[src/design/noc_pkg.sv]
// Mesh NoC shared types
// Flit layout and port indices

package noc_pkg;

  // One flit, one packet
  typedef logic [15:0] flit_t;

  // Mesh coordinate
  typedef logic [3:0] coord_t;

  // Input/output port index
  typedef logic [1:0] port_sel_t;

  // Port indices at the north-east corner
  localparam port_sel_t PORT_S = 2'd0;
  localparam port_sel_t PORT_W = 2'd1;
  localparam port_sel_t PORT_L = 2'd2;

  // Ports present at this corner
  localparam int NUM_PORTS = 3;

  // Destination x from header, bits 15..12
  function automatic coord_t flit_dest_x(input flit_t flit);
    flit_dest_x = flit[15:12];
  endfunction

  // Destination y, bits 11..8
  function automatic coord_t flit_dest_y(input flit_t flit);
    flit_dest_y = flit[11:8];
  endfunction

endpackage

[src/design/xbar_ctrl_if.sv]
// Crossbar control bundle

`timescale 1ns/1ps

interface xbar_ctrl_if;

  // Selected input per output
  noc_pkg::port_sel_t sel_s;
  noc_pkg::port_sel_t sel_w;
  noc_pkg::port_sel_t sel_l;

  // Output takes a flit this cycle
  logic fire_s;
  logic fire_w;
  logic fire_l;

  // Arbiter side
  modport arb (output sel_s, sel_w, sel_l, fire_s, fire_w, fire_l);

  // Crossbar side
  modport xbar (input sel_s, sel_w, sel_l, fire_s, fire_w, fire_l);

endinterface

[src/design/credit_counter.sv]
// Downstream credit counter

`timescale 1ns/1ps

module credit_counter #(
  parameter int CREDIT_INIT = 4
) (
  input  logic clk,
  input  logic rst_i,
  input  logic dec_i,
  input  logic inc_i,
  output logic has_credit_o
);

  localparam int CNT_W = $clog2(CREDIT_INIT + 1);

  // Free slots downstream
  logic [CNT_W-1:0] count;

  always_ff @(posedge clk) begin
    if (rst_i) begin
      count <= CNT_W'(CREDIT_INIT);
    end else if (dec_i && !inc_i && count != '0) begin
      // Flit sent
      count <= count - 1'b1;
    end else if (inc_i && !dec_i && count != CNT_W'(CREDIT_INIT)) begin
      // Slot freed downstream
      count <= count + 1'b1;
    end
  end

  assign has_credit_o = (count != '0);

endmodule

[src/design/crossbar_switch.sv]
// Registered 3x3 flit switch

`timescale 1ns/1ps

module crossbar_switch (
  input  logic           clk,
  input  logic           rst_i,
  input  noc_pkg::flit_t head_s_i,
  input  noc_pkg::flit_t head_w_i,
  input  noc_pkg::flit_t head_l_i,
  xbar_ctrl_if.xbar      ctrl,
  output noc_pkg::flit_t data_s_o,
  output noc_pkg::flit_t data_w_o,
  output noc_pkg::flit_t data_l_o,
  output logic           valid_s_o,
  output logic           valid_w_o,
  output logic           valid_l_o
);

  localparam int NP = noc_pkg::NUM_PORTS;

  noc_pkg::flit_t     head   [NP];
  noc_pkg::flit_t     data_q [NP];
  noc_pkg::port_sel_t sel    [NP];
  logic [NP-1:0]      fire;
  logic [NP-1:0]      valid_q;

  assign head = '{head_s_i, head_w_i, head_l_i};
  assign sel  = '{ctrl.sel_s, ctrl.sel_w, ctrl.sel_l};
  assign fire = {ctrl.fire_l, ctrl.fire_w, ctrl.fire_s};

  // Mux and load data on fire, payload not reset
  always_ff @(posedge clk) begin
    for (int o = 0; o < NP; o++) begin
      if (fire[o]) begin
        data_q[o] <= head[sel[o]];
      end
    end
  end

  // Valid for one cycle per fire
  always_ff @(posedge clk) begin
    if (rst_i) begin
      valid_q <= '0;
    end else begin
      valid_q <= fire;
    end
  end

  assign data_s_o  = data_q[noc_pkg::PORT_S];
  assign data_w_o  = data_q[noc_pkg::PORT_W];
  assign data_l_o  = data_q[noc_pkg::PORT_L];
  assign valid_s_o = valid_q[noc_pkg::PORT_S];
  assign valid_w_o = valid_q[noc_pkg::PORT_W];
  assign valid_l_o = valid_q[noc_pkg::PORT_L];

endmodule

[src/design/input_buffer.sv]
// Input flit FIFO

`timescale 1ns/1ps

module input_buffer #(
  parameter int BUF_DEPTH = 4
) (
  input  logic           clk,
  input  logic           rst_i,
  input  noc_pkg::flit_t data_i,
  input  logic           write_i,
  input  logic           pop_i,
  output noc_pkg::flit_t head_o,
  output logic           empty_o
);

  localparam int PTR_W = $clog2(BUF_DEPTH);
  localparam int CNT_W = $clog2(BUF_DEPTH + 1);

  // Flit storage
  noc_pkg::flit_t ram [BUF_DEPTH];

  logic [PTR_W-1:0] wr_ptr;
  logic [PTR_W-1:0] rd_ptr;
  logic [CNT_W-1:0] count;

  logic full;
  logic do_write;
  logic do_pop;

  assign full    = (count == CNT_W'(BUF_DEPTH));
  assign empty_o = (count == '0);

  // Upstream credits keep writes off a full buffer
  assign do_write = write_i && !full;
  assign do_pop   = pop_i && !empty_o;

  // Storage write, no reset
  always_ff @(posedge clk) begin
    if (do_write) begin
      ram[wr_ptr] <= data_i;
    end
  end

  // Pointers wrap on their own, depth is a power of two
  always_ff @(posedge clk) begin
    if (rst_i) begin
      wr_ptr <= '0;
      rd_ptr <= '0;
      count  <= '0;
    end else begin
      if (do_write) begin
        wr_ptr <= wr_ptr + 1'b1;
      end
      if (do_pop) begin
        rd_ptr <= rd_ptr + 1'b1;
      end
      // Simultaneous write and pop leave occupancy as is
      if (do_write && !do_pop) begin
        count <= count + 1'b1;
      end else if (do_pop && !do_write) begin
        count <= count - 1'b1;
      end
    end
  end

  // Head of queue
  assign head_o = ram[rd_ptr];

endmodule

[src/design/ne_corner_router.sv]
// North-east corner router

`timescale 1ns/1ps

module ne_corner_router #(
  parameter int BUF_DEPTH   = 4,
  parameter int CREDIT_INIT = 4
) (
  input  logic            clk,
  input  logic            rst_i,
  input  noc_pkg::coord_t router_x_i,
  input  noc_pkg::coord_t router_y_i,
  // South link
  input  noc_pkg::flit_t  s_data_i,
  input  logic            s_valid_i,
  input  logic            s_credit_i,
  output noc_pkg::flit_t  s_data_o,
  output logic            s_valid_o,
  output logic            s_credit_o,
  // West link
  input  noc_pkg::flit_t  w_data_i,
  input  logic            w_valid_i,
  input  logic            w_credit_i,
  output noc_pkg::flit_t  w_data_o,
  output logic            w_valid_o,
  output logic            w_credit_o,
  // Local link
  input  noc_pkg::flit_t  l_data_i,
  input  logic            l_valid_i,
  input  logic            l_credit_i,
  output noc_pkg::flit_t  l_data_o,
  output logic            l_valid_o,
  output logic            l_credit_o
);

  noc_pkg::flit_t head_s, head_w, head_l;
  logic empty_s, empty_w, empty_l;
  logic pop_s, pop_w, pop_l;
  logic has_credit_s, has_credit_w, has_credit_l;

  xbar_ctrl_if xbar_ctrl ();

  // Input buffers
  input_buffer #(.BUF_DEPTH(BUF_DEPTH)) ib_s (
    .clk(clk), .rst_i(rst_i), .data_i(s_data_i), .write_i(s_valid_i),
    .pop_i(pop_s), .head_o(head_s), .empty_o(empty_s)
  );
  input_buffer #(.BUF_DEPTH(BUF_DEPTH)) ib_w (
    .clk(clk), .rst_i(rst_i), .data_i(w_data_i), .write_i(w_valid_i),
    .pop_i(pop_w), .head_o(head_w), .empty_o(empty_w)
  );
  input_buffer #(.BUF_DEPTH(BUF_DEPTH)) ib_l (
    .clk(clk), .rst_i(rst_i), .data_i(l_data_i), .write_i(l_valid_i),
    .pop_i(pop_l), .head_o(head_l), .empty_o(empty_l)
  );

  // Credit counters, fire is the decrement
  credit_counter #(.CREDIT_INIT(CREDIT_INIT)) cc_s (
    .clk(clk), .rst_i(rst_i), .dec_i(xbar_ctrl.fire_s), .inc_i(s_credit_i),
    .has_credit_o(has_credit_s)
  );
  credit_counter #(.CREDIT_INIT(CREDIT_INIT)) cc_w (
    .clk(clk), .rst_i(rst_i), .dec_i(xbar_ctrl.fire_w), .inc_i(w_credit_i),
    .has_credit_o(has_credit_w)
  );
  credit_counter #(.CREDIT_INIT(CREDIT_INIT)) cc_l (
    .clk(clk), .rst_i(rst_i), .dec_i(xbar_ctrl.fire_l), .inc_i(l_credit_i),
    .has_credit_o(has_credit_l)
  );

  // Route and allocate
  yx_arbiter arb (
    .clk(clk), .rst_i(rst_i),
    .router_x_i(router_x_i), .router_y_i(router_y_i),
    .head_s_i(head_s), .head_w_i(head_w), .head_l_i(head_l),
    .empty_s_i(empty_s), .empty_w_i(empty_w), .empty_l_i(empty_l),
    .has_credit_s_i(has_credit_s), .has_credit_w_i(has_credit_w),
    .has_credit_l_i(has_credit_l),
    .pop_s_o(pop_s), .pop_w_o(pop_w), .pop_l_o(pop_l),
    .ctrl(xbar_ctrl.arb)
  );

  // Output registers
  crossbar_switch xbar (
    .clk(clk), .rst_i(rst_i),
    .head_s_i(head_s), .head_w_i(head_w), .head_l_i(head_l),
    .ctrl(xbar_ctrl.xbar),
    .data_s_o(s_data_o), .data_w_o(w_data_o), .data_l_o(l_data_o),
    .valid_s_o(s_valid_o), .valid_w_o(w_valid_o), .valid_l_o(l_valid_o)
  );

  // Freed slot goes back upstream with the pop
  assign s_credit_o = pop_s;
  assign w_credit_o = pop_w;
  assign l_credit_o = pop_l;

endmodule

[src/design/yx_arbiter.sv]
// YX routing and round-robin allocation

`timescale 1ns/1ps

module yx_arbiter (
  input  logic             clk,
  input  logic             rst_i,
  input  noc_pkg::coord_t  router_x_i,
  input  noc_pkg::coord_t  router_y_i,
  input  noc_pkg::flit_t   head_s_i,
  input  noc_pkg::flit_t   head_w_i,
  input  noc_pkg::flit_t   head_l_i,
  input  logic             empty_s_i,
  input  logic             empty_w_i,
  input  logic             empty_l_i,
  input  logic             has_credit_s_i,
  input  logic             has_credit_w_i,
  input  logic             has_credit_l_i,
  output logic             pop_s_o,
  output logic             pop_w_o,
  output logic             pop_l_o,
  xbar_ctrl_if.arb         ctrl
);

  localparam int NP = noc_pkg::NUM_PORTS;

  noc_pkg::flit_t     head  [NP];
  noc_pkg::port_sel_t route [NP];
  noc_pkg::port_sel_t ptr   [NP];
  noc_pkg::port_sel_t win   [NP];
  logic [NP-1:0]      req   [NP];
  logic [NP-1:0]      empty;
  logic [NP-1:0]      credit;
  logic [NP-1:0]      fire;
  logic [NP-1:0]      pop;

  // First requester at or after the pointer
  function automatic noc_pkg::port_sel_t rr_pick(input logic [NP-1:0] r,
                                                 input noc_pkg::port_sel_t p);
    int idx;
    rr_pick = p;
    // Farthest first, nearest overwrites
    for (int k = NP - 1; k >= 0; k--) begin
      idx = (int'(p) + k) % NP;
      if (r[idx]) begin
        rr_pick = noc_pkg::port_sel_t'(idx);
      end
    end
  endfunction

  // Port after the winner, wrapping
  function automatic noc_pkg::port_sel_t next_port(input noc_pkg::port_sel_t p);
    next_port = (int'(p) == NP - 1) ? noc_pkg::PORT_S : p + 1'b1;
  endfunction

  // Inputs as arrays indexed by port
  assign head   = '{head_s_i, head_w_i, head_l_i};
  assign empty  = {empty_l_i, empty_w_i, empty_s_i};
  assign credit = {has_credit_l_i, has_credit_w_i, has_credit_s_i};

  always_comb begin
    // YX route of each head flit
    for (int i = 0; i < NP; i++) begin
      if (noc_pkg::flit_dest_y(head[i]) != router_y_i) begin
        route[i] = noc_pkg::PORT_S;
      end else if (noc_pkg::flit_dest_x(head[i]) != router_x_i) begin
        route[i] = noc_pkg::PORT_W;
      end else begin
        route[i] = noc_pkg::PORT_L;
      end
    end
    // Request matrix, req[output][input]
    for (int o = 0; o < NP; o++) begin
      for (int i = 0; i < NP; i++) begin
        req[o][i] = !empty[i] && (int'(route[i]) == o);
      end
    end
    // One pick per output, gated by credit
    for (int o = 0; o < NP; o++) begin
      win[o]  = rr_pick(req[o], ptr[o]);
      fire[o] = (|req[o]) && credit[o];
    end
    // Pop every granted input
    pop = '0;
    for (int o = 0; o < NP; o++) begin
      if (fire[o]) begin
        pop[win[o]] = 1'b1;
      end
    end
  end

  // Pointer moves past the winner on grant
  always_ff @(posedge clk) begin
    if (rst_i) begin
      for (int o = 0; o < NP; o++) begin
        ptr[o] <= noc_pkg::PORT_S;
      end
    end else begin
      for (int o = 0; o < NP; o++) begin
        if (fire[o]) begin
          ptr[o] <= next_port(win[o]);
        end
      end
    end
  end

  assign pop_s_o = pop[noc_pkg::PORT_S];
  assign pop_w_o = pop[noc_pkg::PORT_W];
  assign pop_l_o = pop[noc_pkg::PORT_L];

  // Crossbar control
  assign ctrl.sel_s  = win[noc_pkg::PORT_S];
  assign ctrl.sel_w  = win[noc_pkg::PORT_W];
  assign ctrl.sel_l  = win[noc_pkg::PORT_L];
  assign ctrl.fire_s = fire[noc_pkg::PORT_S];
  assign ctrl.fire_w = fire[noc_pkg::PORT_W];
  assign ctrl.fire_l = fire[noc_pkg::PORT_L];

endmodule

[config.mk]
export PLATFORM = sky130hd
export DESIGN_NAME = ne_corner_router
export DESIGN_NICKNAME = d
export VERILOG_FILES = /design/src/design/noc_pkg.sv /design/src/design/xbar_ctrl_if.sv /design/src/design/credit_counter.sv /design/src/design/crossbar_switch.sv /design/src/design/input_buffer.sv /design/src/design/ne_corner_router.sv /design/src/design/yx_arbiter.sv
export SDC_FILE = /design/constraint.sdc
export NUM_CORES = 1
export LEC_CHECK = 0
export ABC_AREA = 1
export BUFFER_PORTS_ARGS = -buffer_cell sky130_fd_sc_hd__buf_2
export CORE_AREA = 5 5 156 158
export DETAILED_ROUTE_END_ITERATION = 7
export DIE_AREA = 0 0 161 163
export MAX_ROUTING_LAYER = met4
export PLACE_DENSITY = 0.9
export SKIP_LAST_GASP = 1
export SYNTH_ARGS = -nofsm -noshare
export SYNTH_HDL_FRONTEND = slang
export SYNTH_SLANG_ARGS = --single-unit
[constraint.sdc]
create_clock -name clk -period 5.3 [get_ports clk]
set_input_delay 0.53 -clock clk [delete_from_list [all_inputs] [get_ports clk]]
set_output_delay 0.53 -clock clk [all_outputs]
set_load 0.05 [all_outputs]
==> flow_summary.toml, run 1 <==
[run_status]
status = "complete, no violations"

[place]
gpl.final_weighted_congestion = 0.949
io_buffer_count = 117
dp_hpwl_um = 24000

[route]
wirelength_um = 34700
drt_iter0_markers = 1225
drc = 0
dr.pass1.iters = 6
ant_nets = 0
num_vias = 10500
wl_per_cell_um = 19.4
routed_via_density = 5.90

[yosys]
yosysUniqueCellTypes = 36
syn_area_sq_um = 13400
synth-simple-area-share = 0.230
syn_nets = 1445
synth_top_family_by_area = "simple AND/OR/NAND/NOR gates"
synth_mux_area_frac = 0
synth_seq_cells = 285
avgSynthCellArea_sq_um = 9.97
postSynthCellCount = 1348
synth_fa_ha_area_frac = 0.0341
ys_seq_area_frac = 0.608
synth_warnings = 0
synth-xor-area-share = 0.0117
synth_compound_area_frac = 0.0628

[worst_setup_path]
worstPathRequired_ns = 4.77
setup.worst_path.end_class = "primary output"
worstSetupStartpointType = "flop"
critPathArrivalTime_ns = 4.40
criticalPathCategory = "reg2out"
crit_fanout = 19

[timing]
setup_viol = 0
fin_crit_sh = 0.930
fin_tns_setup_ns = 0
max_slew_margin = 0.325
fin_skew_ns = 0.0274
max_freq_ghz = 0.203
fin_crit_ns = 4.93
worstMarginPinSlew_ns = 1.00
slew_viol_final = 0
finalHoldViolations = 0

[cts]
cts_sinks = 285
cts-root-buf = "clkbuf_16"
clk_pin_slew_worst_paths_ns = 0.06
cts_tree = "yes"
clock_latency_ns = 0.55
cts_made_buffers = 28
htreeDepth = 1
clk_path_buf_depth = 3

[final_layout]
final_cell_mix = "nand2_1 (422), edfxtp_1 (246), nand3_1 (182)"
fin_util = 0.661
final_common_cell = "nand2_1"
area_growth_syn_to_layout_pct = 13.1
drive_gt1_frac = 0.162
nets = 1570

[global_route]
grt_pass1_vias = 10100
antenna_found_initial = 1
globalRouteOverflowTotal = 0
grt_max_degree = 33
grt_usage = 0.267
grt_first_pass_wirelength_um = 54000

[floorplanning]
start_util = 0.585
die_x_um = 161
rows = 56
pin_count = 118
chipHeight_um = 163
die-area_sq_um = 26200
core_sq_um = 23000

[hold_path]
hp-class = "in2reg"

[job]
max-cap-violations = 0
-- flip-flops by register name, indices dropped and copies added, names as in the netlist, 3 cells and up, named ones only --
signal        count
ib_s.count        3
cc_s.count        3
ib_s.ram         64
xbar.data_q      48
ib_l.count        3
cc_w.count        3
xbar.valid_q      3
ib_l.ram         64
ib_w.ram         64
arb.ptr           6
ib_w.count        3
cc_l.count        3
-- through the flow --
stage                     cells  hold WS [ns]  cell area (sq um)  setup slack, ns
after global placement     1728         0.440              14200            0.673
final                      1786         0.190              15200            0.369
after global routing       1786         0.181              15200          -0.0448
after floorplan            1348         0.422              13400             1.27
after detailed placement   1728         0.447              14200            0.507
after CTS                  1780         0.184              15200            0.179
-- what timing repair did --
| action | CTS | global route |
|---|---|---|
| resized for setup | 0 | 3 |
| setup buffers | 0 | 4 |
| endpoints found under the setup margin | 0 | 4 |
| hold buffers | 0 | 0 |
| endpoints found under the hold margin | 0 | 0 |
-- final timing paths --
| path | from | endpoint | slack (ns) | cells past startpoint |
|---|---|---|---|---|
| setup reg to reg | flop | ib_l.count[2] | 0.51 | 31 |
| setup / recovery | flop | l_credit_o | 0.37 | 22 |
| hold / removal | s_data_i[6] | ib_s.ram[2][6] | 0.19 | 1 |
| hold reg to reg | cc_l.count[0] | cc_l.count[0] | 0.45 | 1 |
-- worst max-delay path, cell delays in order (launching register included) --
cell and delay [ns]:
dfxtp_1 0.62, clkinvlp_4 0.17, buf_4 0.19, buf_4 0.14, nand3_1 0.08, nand2_1 0.17
xor2_1 0.18, nand3_1 0.14, inv_2 0.08, nand2_2 0.08, nor3_1 0.16, o21ai_1 0.08
nand2_1 0.06, nand2_1 0.04, nand2_1 0.07, nand2_2 0.26, inv_2 0.37, ha_1 0.22
inv_1 0.06, o22ai_1 0.13, inv_1 0.06, nand2_1 0.16, buf_2 0.32
-- logic make-up after synthesis --
kind of cell,count (synthesis)
and+or+nand+nor,721
DFF,285
buffers and inverters,153
AOI/OAI and AO/OA,138
adders and majority gates,33
xor gates and xnor gates,18
-- routing by layer --
layer	routed length (um)	global-route usage	vias up
met5	0	-	-
met4	1170	0.0834	0
met3	3190	0.0428	110
met2	17100	0.444	624
met1	13300	0.343	4943
li1	-	-	4861
-- area by class of cell --
cell class | instances | area, sq um
repair buffers | 145 | 796
diodes | 1 | 2.50
fillers | 1699 | 7780
clock buffers | 30 | 708
inverters | 102 | 392
flip-flops and latches | 285 | 8170
clock inverters | 22 | 203
well taps | 290 | 363
repair inverters | 1 | 5.00
multi-input cells | 910 | 4560
-- synth_stat cells, drive strengths merged --
cell type,n,area (sq um)
o22ai,1,6.26
nor3,8,40.0
xor2,18,158
clkinv,1,3.75
o211ai,4,40.0
inv,101,382
nand3,183,921
buf,38,284
nand3b,3,22.5
fa,6,120
ha,27,338
or2,6,37.5
clkbuf,13,48.8
a32o,24,240
o31ai,3,22.5
nand4,9,56.3
o21ai,51,259
nand2,435,1690
nor2,77,332
edfxtp,246,7390
dfxtp,39,781
a21oi,55,275
Power of run 1 is not shown: default switching activity piles up to over one toggle a cycle in this logic, so the estimate is an artifact.
==> run 2: changes to the inputs <==
==> constraint.sdc (replaced) <==
create_clock -name clk -period 5.3 [get_ports clk]
set_input_delay 0.265 -clock clk [delete_from_list [all_inputs] [get_ports clk]]
set_output_delay 0.265 -clock clk [all_outputs]
set_load 0.05 [all_outputs]
==> flow_summary.toml, run 2 (synthesis results as in run 1) <==
[place]
gpl.final_weighted_congestion = 0.949
io_buffer_count = 117
dp_hpwl_um = 24000

[cts]
cts-root-buf = "clkbuf_16"
clk_pin_slew_worst_paths_ns = 0.07
clk_path_buf_depth = 3
clock_latency_ns = 0.55
htreeDepth = 1
cts_made_buffers = 28
cts_tree = "yes"
cts_sinks = 285

[timing]
max_slew_margin = 0.327
rsz0062_at_grt = "false"
setup_viol = 0
fin_skew_ns = 0.0238
fin_tns_setup_ns = 0
worstMarginPinSlew_ns = 1.00
finalHoldViolations = 0
max_freq_ghz = 0.209
fin_crit_sh = 0.904
holdWs_ns = 0.0177
slew_viol_final = 0
fin_crit_ns = 4.79

[worst_setup_path]
setup.worst_path.end_class = "flop"
criticalPathCategory = "reg2reg"
max_stage_delay_ns = 0.41
path_delay_family = "simple AND/OR/NAND/NOR gates"
crit_buf_inv = 5
worstPathRequired_ns = 5.72
critPathArrivalTime_ns = 5.22
crit_path_frequent_cell = "nand3_1"
worstSetupStartpointType = "flop"
crit_fanout = 24
slowest_stage = "fa_1"

[hold_path]
hp-class = "in2reg"
min_from = "rst_i"

[global_route]
grt_pass1_vias = 10500
top_usage_layer = "met2"
met3_usage = 0.0440
grt_use_met2 = 0.469
grt_max_degree = 33
grt_first_pass_wirelength_um = 56200
grt_usage = 0.279
globalRouteOverflowTotal = 0
grt_use_met1 = 0.352
antenna_found_initial = 2

[floorplanning]
chipHeight_um = 163
die-area_sq_um = 26200
start_util = 0.585
pin_count = 118
core_sq_um = 23000
die_x_um = 161
rows = 56

[route]
ant_nets = 0
routed_via_density = 5.88
dr.pass1.iters = 7
wl_per_cell_um = 19.7
wirelength_um = 36100
drt_iter0_markers = 1245
drc = 0
num_vias = 10800

[run_status]
status = "complete, no violations"

[power]
power.density_nw_per_um2 = 713
leakage_uw = 0.00656
vdd_ir_drop_max_mv = 0.676

[job]
max-cap-violations = 0

[final_layout]
drive_gt1_frac = 0.157
area_growth_syn_to_layout_pct = 16.7
final_common_cell = "nand2_1"
nets = 1618
reg_top3 = "ib_l.ram: 64 flops, ib_s.ram: 64 flops, ib_w.ram: 64 flops"
final_cell_mix = "nand2_1 (422), edfxtp_1 (246), nand3_1 (182)"
run 2: changes by cell type in the layout (fill, tap and decap cells not counted), sizes merged:
cell,change
diode,+1
dlygate4sd3,+48
run 2: repair_timing:
action	CTS	global route
endpoints found under the hold margin	192	0
setup endpoints to repair	0	3
gates resized for setup	0	4
hold buffers	48	0
buffers inserted	0	4
run 2: area by class of cell:
| cell class | instances | area (sq um) |
|---|---|---|
| antenna | 2 | 5.00 |
| clock buffer | 30 | 708 |
| clock inverter | 22 | 203 |
| fill | 1634 | 7300 |
| inverter | 102 | 392 |
| multi-input combinational | 910 | 4560 |
| sequential | 285 | 8170 |
| tap | 290 | 363 |
| timing repair buffer | 193 | 1280 |
| timing repair inverter | 1 | 5.00 |
run 2: report_power, final:
group	total, uW	internal, uW	switching [uW]
registers	3300	3130	169
logic	5910	1560	4350
clock network	1970	1120	849
total	11200	5810	5370
run 2: per-stage QoR:
stage / setup slack (ns) / power (uW) / cells / cell area, sq um / utilization
after global placement: 0.673 / 8860 / 1728 / 14200 / 0.620
after CTS: 0.414 / 11000 / 1828 / 15600 / 0.680
after global routing: 0.0459 / 11800 / 1835 / 15700 / 0.682
final: 0.508 / 11200 / 1835 / 15700 / 0.682
after floorplan: 1.27 / 7560 / 1348 / 13400 / -
after detailed placement: 0.507 / 9010 / 1728 / 14200 / 0.620
run 2: final timing paths:
kind / endpoint / slack (ns) / depth (start not counted)
worst max register to register: ib_w.count[2] / 0.51 / 28
worst min register to register: cc_l.count[0] / 0.45 / 1
worst min-delay path: ib_l.count[0] / 0.02 / 2
worst max-delay path: ib_w.count[2] / 0.51 / 28
run 2: worst reg2reg max path, delay by kind of cell (launching register included):
kind,cells,cell delay (ns)
adder cells (fa/ha/maj),3,0.80
buffers and inverters,5,0.75
AND/OR/NAND/NOR,14,1.83
AO/OA/AOI/OAI,6,1.00
flip-flops,1,0.30
run 2: per-layer routing:
layer / vias up / part of all wire
met2: 612 / 0.49
met4: 0 / 0.037
li1: 4958 / -
met1: 5102 / 0.38
met3: 125 / 0.090
met5: - / 0
No activity file was read; power rests on OpenSTA's default activity.
==> run 3: changes to the inputs <==
--- a/config.mk
+++ b/config.mk
@@ -5,13 +5,12 @@
 export SDC_FILE = /design/constraint.sdc
 export NUM_CORES = 1
 export LEC_CHECK = 0
-export ABC_AREA = 1
 export BUFFER_PORTS_ARGS = -buffer_cell sky130_fd_sc_hd__buf_2
-export CORE_AREA = 5 5 156 158
+export CORE_AREA = 5 5 218 220
 export DETAILED_ROUTE_END_ITERATION = 7
-export DIE_AREA = 0 0 161 163
+export DIE_AREA = 0 0 223 225
 export MAX_ROUTING_LAYER = met4
-export PLACE_DENSITY = 0.9
+export PLACE_DENSITY = 0.57
 export SKIP_LAST_GASP = 1
 export SYNTH_ARGS = -nofsm -noshare
 export SYNTH_HDL_FRONTEND = slang
==> flow_summary.toml, run 3 <==
[run_status]
status = "complete, no violations"

[route]
drt_iter0_markers = 596
dr.pass1.iters = 5
wl_per_cell_um = 21.5
num_vias = 9026
ant_nets = 0
drc = 0
wirelength_um = 37800
routed_via_density = 5.14

[final_layout]
final_common_cell = "edfxtp_1"
nets = 1226
final_cell_mix = "edfxtp_1 (246), buf_2 (117), a21oi_1 (50)"
area_growth_syn_to_layout_pct = 20.7
drive_gt1_frac = 0.236
reg_top3 = "ib_l.ram: 64 flops, ib_s.ram: 64 flops, ib_w.ram: 64 flops"
fin_area_sq_um = 16200

[place]
dp_hpwl_um = 27900
io_buffer_count = 117
dp_slack_ns = 0.147
gpl.final_weighted_congestion = 0.933
postPlaceCellArea_sq_um = 14700

[worst_setup_path]
r2r_setup_slack_ns = 0.28
worstSetupStartpointType = "flop"
setup.worst_path.end_class = "flop"
r2r-end = "ib_w.count[2]"
endpoint = "ib_w.count[2]"
crit_fanout = 16
critPathArrivalTime_ns = 5.52
worstPathRequired_ns = 5.80
criticalPathCategory = "reg2reg"
rr_worst_depth = 20

[timing]
rsz0062_at_grt = "false"
worst_slack_ns = 0.280
finalHoldViolations = 0
fin_tns_setup_ns = 0
slew_viol_final = 0
fin_skew_ns = 0.0414
fin_crit_ns = 5.02
fin_crit_sh = 0.947
setup_viol = 0
max_freq_ghz = 0.199
worstMarginPinSlew_ns = 0.955
max_slew_margin = 0.362
holdWs_ns = 0.0981

[power]
p_sw_frac = 0.443
power_frac_comb = 0.498
p_int_uw = 5910
power.density_nw_per_um2 = 654
clockPowerShare = 0.194
pwr-share-seq = 0.308
leakage_uw = 0.00552
vdd_ir_drop_max_mv = 0.345
p_switching_uw = 4710

[hold_path]
min_from = "l_credit_i"
min_path_cells = 4
hp-class = "in2reg"

[cts]
clk_path_buf_depth = 3
cts_sinks = 285
cts-root-buf = "clkbuf_16"
clk_pin_slew_worst_paths_ns = 0.07
cts_made_buffers = 30
htreeDepth = 1
cts_setup_buffers = 0
cts_tree = "yes"
clock_latency_ns = 0.60

[floorplanning]
core_sq_um = 45100
start_util = 0.298
die-area_sq_um = 50200
rows = 78
chipHeight_um = 225
die_x_um = 223
pin_count = 118

[yosys]
synth_warnings = 0
avgSynthCellArea_sq_um = 14.0
synth_seq_cells = 285
synth_area_leader_cell = "edfxtp_1"
syn_area_sq_um = 13400
synth-async-reset-ratio = 0
synth_top_family_by_area = "compound AO/OA/AOI/OAI gates"
synth_compound_area_frac = 0.123
ys_seq_area_frac = 0.607
syn_nets = 1057
synth_area_leaders = "edfxtp_1 (55%), mux4_2 (8.0%), dfxtp_1 (5.8%), ha_1 (2.5%), a21oi_1 (1.9%)"
synth_edf_count = 246
synth_common_cells = "edfxtp_1 (246), a21oi_1 (50), mux4_2 (48), inv_1 (43), dfxtp_1 (39)"
synth_top_area_share = 0.549
synth.most_common_cell = "edfxtp_1"
synth-xor-area-share = 0.0255
synth_fa_ha_area_frac = 0.0341
ys.flop_type = "edfxtp_1"
postSynthCellCount = 960
synth-simple-area-share = 0.0807
yosysUniqueCellTypes = 72
synth_mux_area_frac = 0.0932

[global_route]
antenna_found_initial = 7
globalRouteOverflowTotal = 0
grt_max_degree = 38
grt_pass1_vias = 9082
grt_usage = 0.150
grt_first_pass_wirelength_um = 56300

[job]
max-cap-violations = 0
## run 3: stage by stage
stage,std cells,util,power (uW)
after detailed placement,1648,0.327,8550
final,1756,0.360,10600
after global routing,1753,0.360,11200
after floorplan,960,-,6880
after global placement,1648,0.327,8530
after CTS,1750,0.359,10700
## run 3: power groups by stage
| stage | logic [uW] | clock network (uW) | registers [uW] |
|---|---|---|---|
| 2_1_floorplan | 3210 | 0 | 3670 |
| 3_3_place_gp | 5210 | 0 | 3310 |
| 3_5_place_dp | 5240 | 0 | 3320 |
| 4_1_cts | 5290 | 2110 | 3280 |
| 5_1_grt | 5680 | 2210 | 3320 |
| 6_report | 5290 | 2060 | 3270 |
## run 3: cells by family (layout without fill, tap and decap cells)
| kind of cell | Yosys count | in the layout |
|---|---|---|
| compound gates | 234 | 234 |
| xor+xnor | 34 | 34 |
| fa+ha+maj | 33 | 33 |
| buf+inv | 106 | 296 |
| flops | 285 | 285 |
| mux | 65 | 65 |
| other cells | 0 | 6 |
| simple gates | 203 | 203 |
## run 3: layer usage
metal / track usage / vias to the layer above / wire (um)
met2: 0.250 / 274 / 18600
met3: 0.0264 / 84 / 2100
met4: 0.0413 / 0 / 1190
met5: - / - / 0
met1: 0.190 / 4496 / 16000
li1: - / 4172 / -
## run 3: worst max-delay path: stages (launching register included)
cell and delay, ns:
dfxtp_1 0.36, buf_12 0.19, mux4_2 0.61, xnor2_1 0.24, nand4_2 0.29, buf_4 0.26
o31ai_1 0.31, a32o_1 0.20, and2_1 0.20, o21ai_4 0.08, buf_4 0.20, ha_1 0.21
a22o_1 0.27, a21o_1 0.21, nand2_1 0.08, ha_1 0.18, inv_1 0.06, fa_1 0.37
xor2_1 0.17, or3_1 0.31, a21oi_1 0.14
## run 3: repair_timing
item	CTS	global route
endpoints found under the setup margin	0	3
gates resized for setup	0	4
hold buffers	49	0
endpoints found under the hold margin	193	0
## run 3: worst min-delay path by stage
stage	endpoint	slack (ns)
2_1_floorplan	ib_l.ram[0][0]	0.36
3_3_place_gp	ib_s.ram[2][5]	0.48
3_5_place_dp	cc_s.count[0]	0.48
4_1_cts	cc_l.count[0]	0.07
5_1_grt	cc_l.count[0]	0.1
6_report	cc_l.count[0]	0.1
## run 3: layout make-up
type | instances | area (sq um)
well taps | 600 | 751
diodes | 6 | 15.0
clock buffers | 35 | 779
multi-input cells | 569 | 4830
fillers | 4378 | 28900
inverters | 45 | 169
flip-flops and latches | 285 | 8170
clock inverters | 18 | 183
repair buffers | 198 | 1330
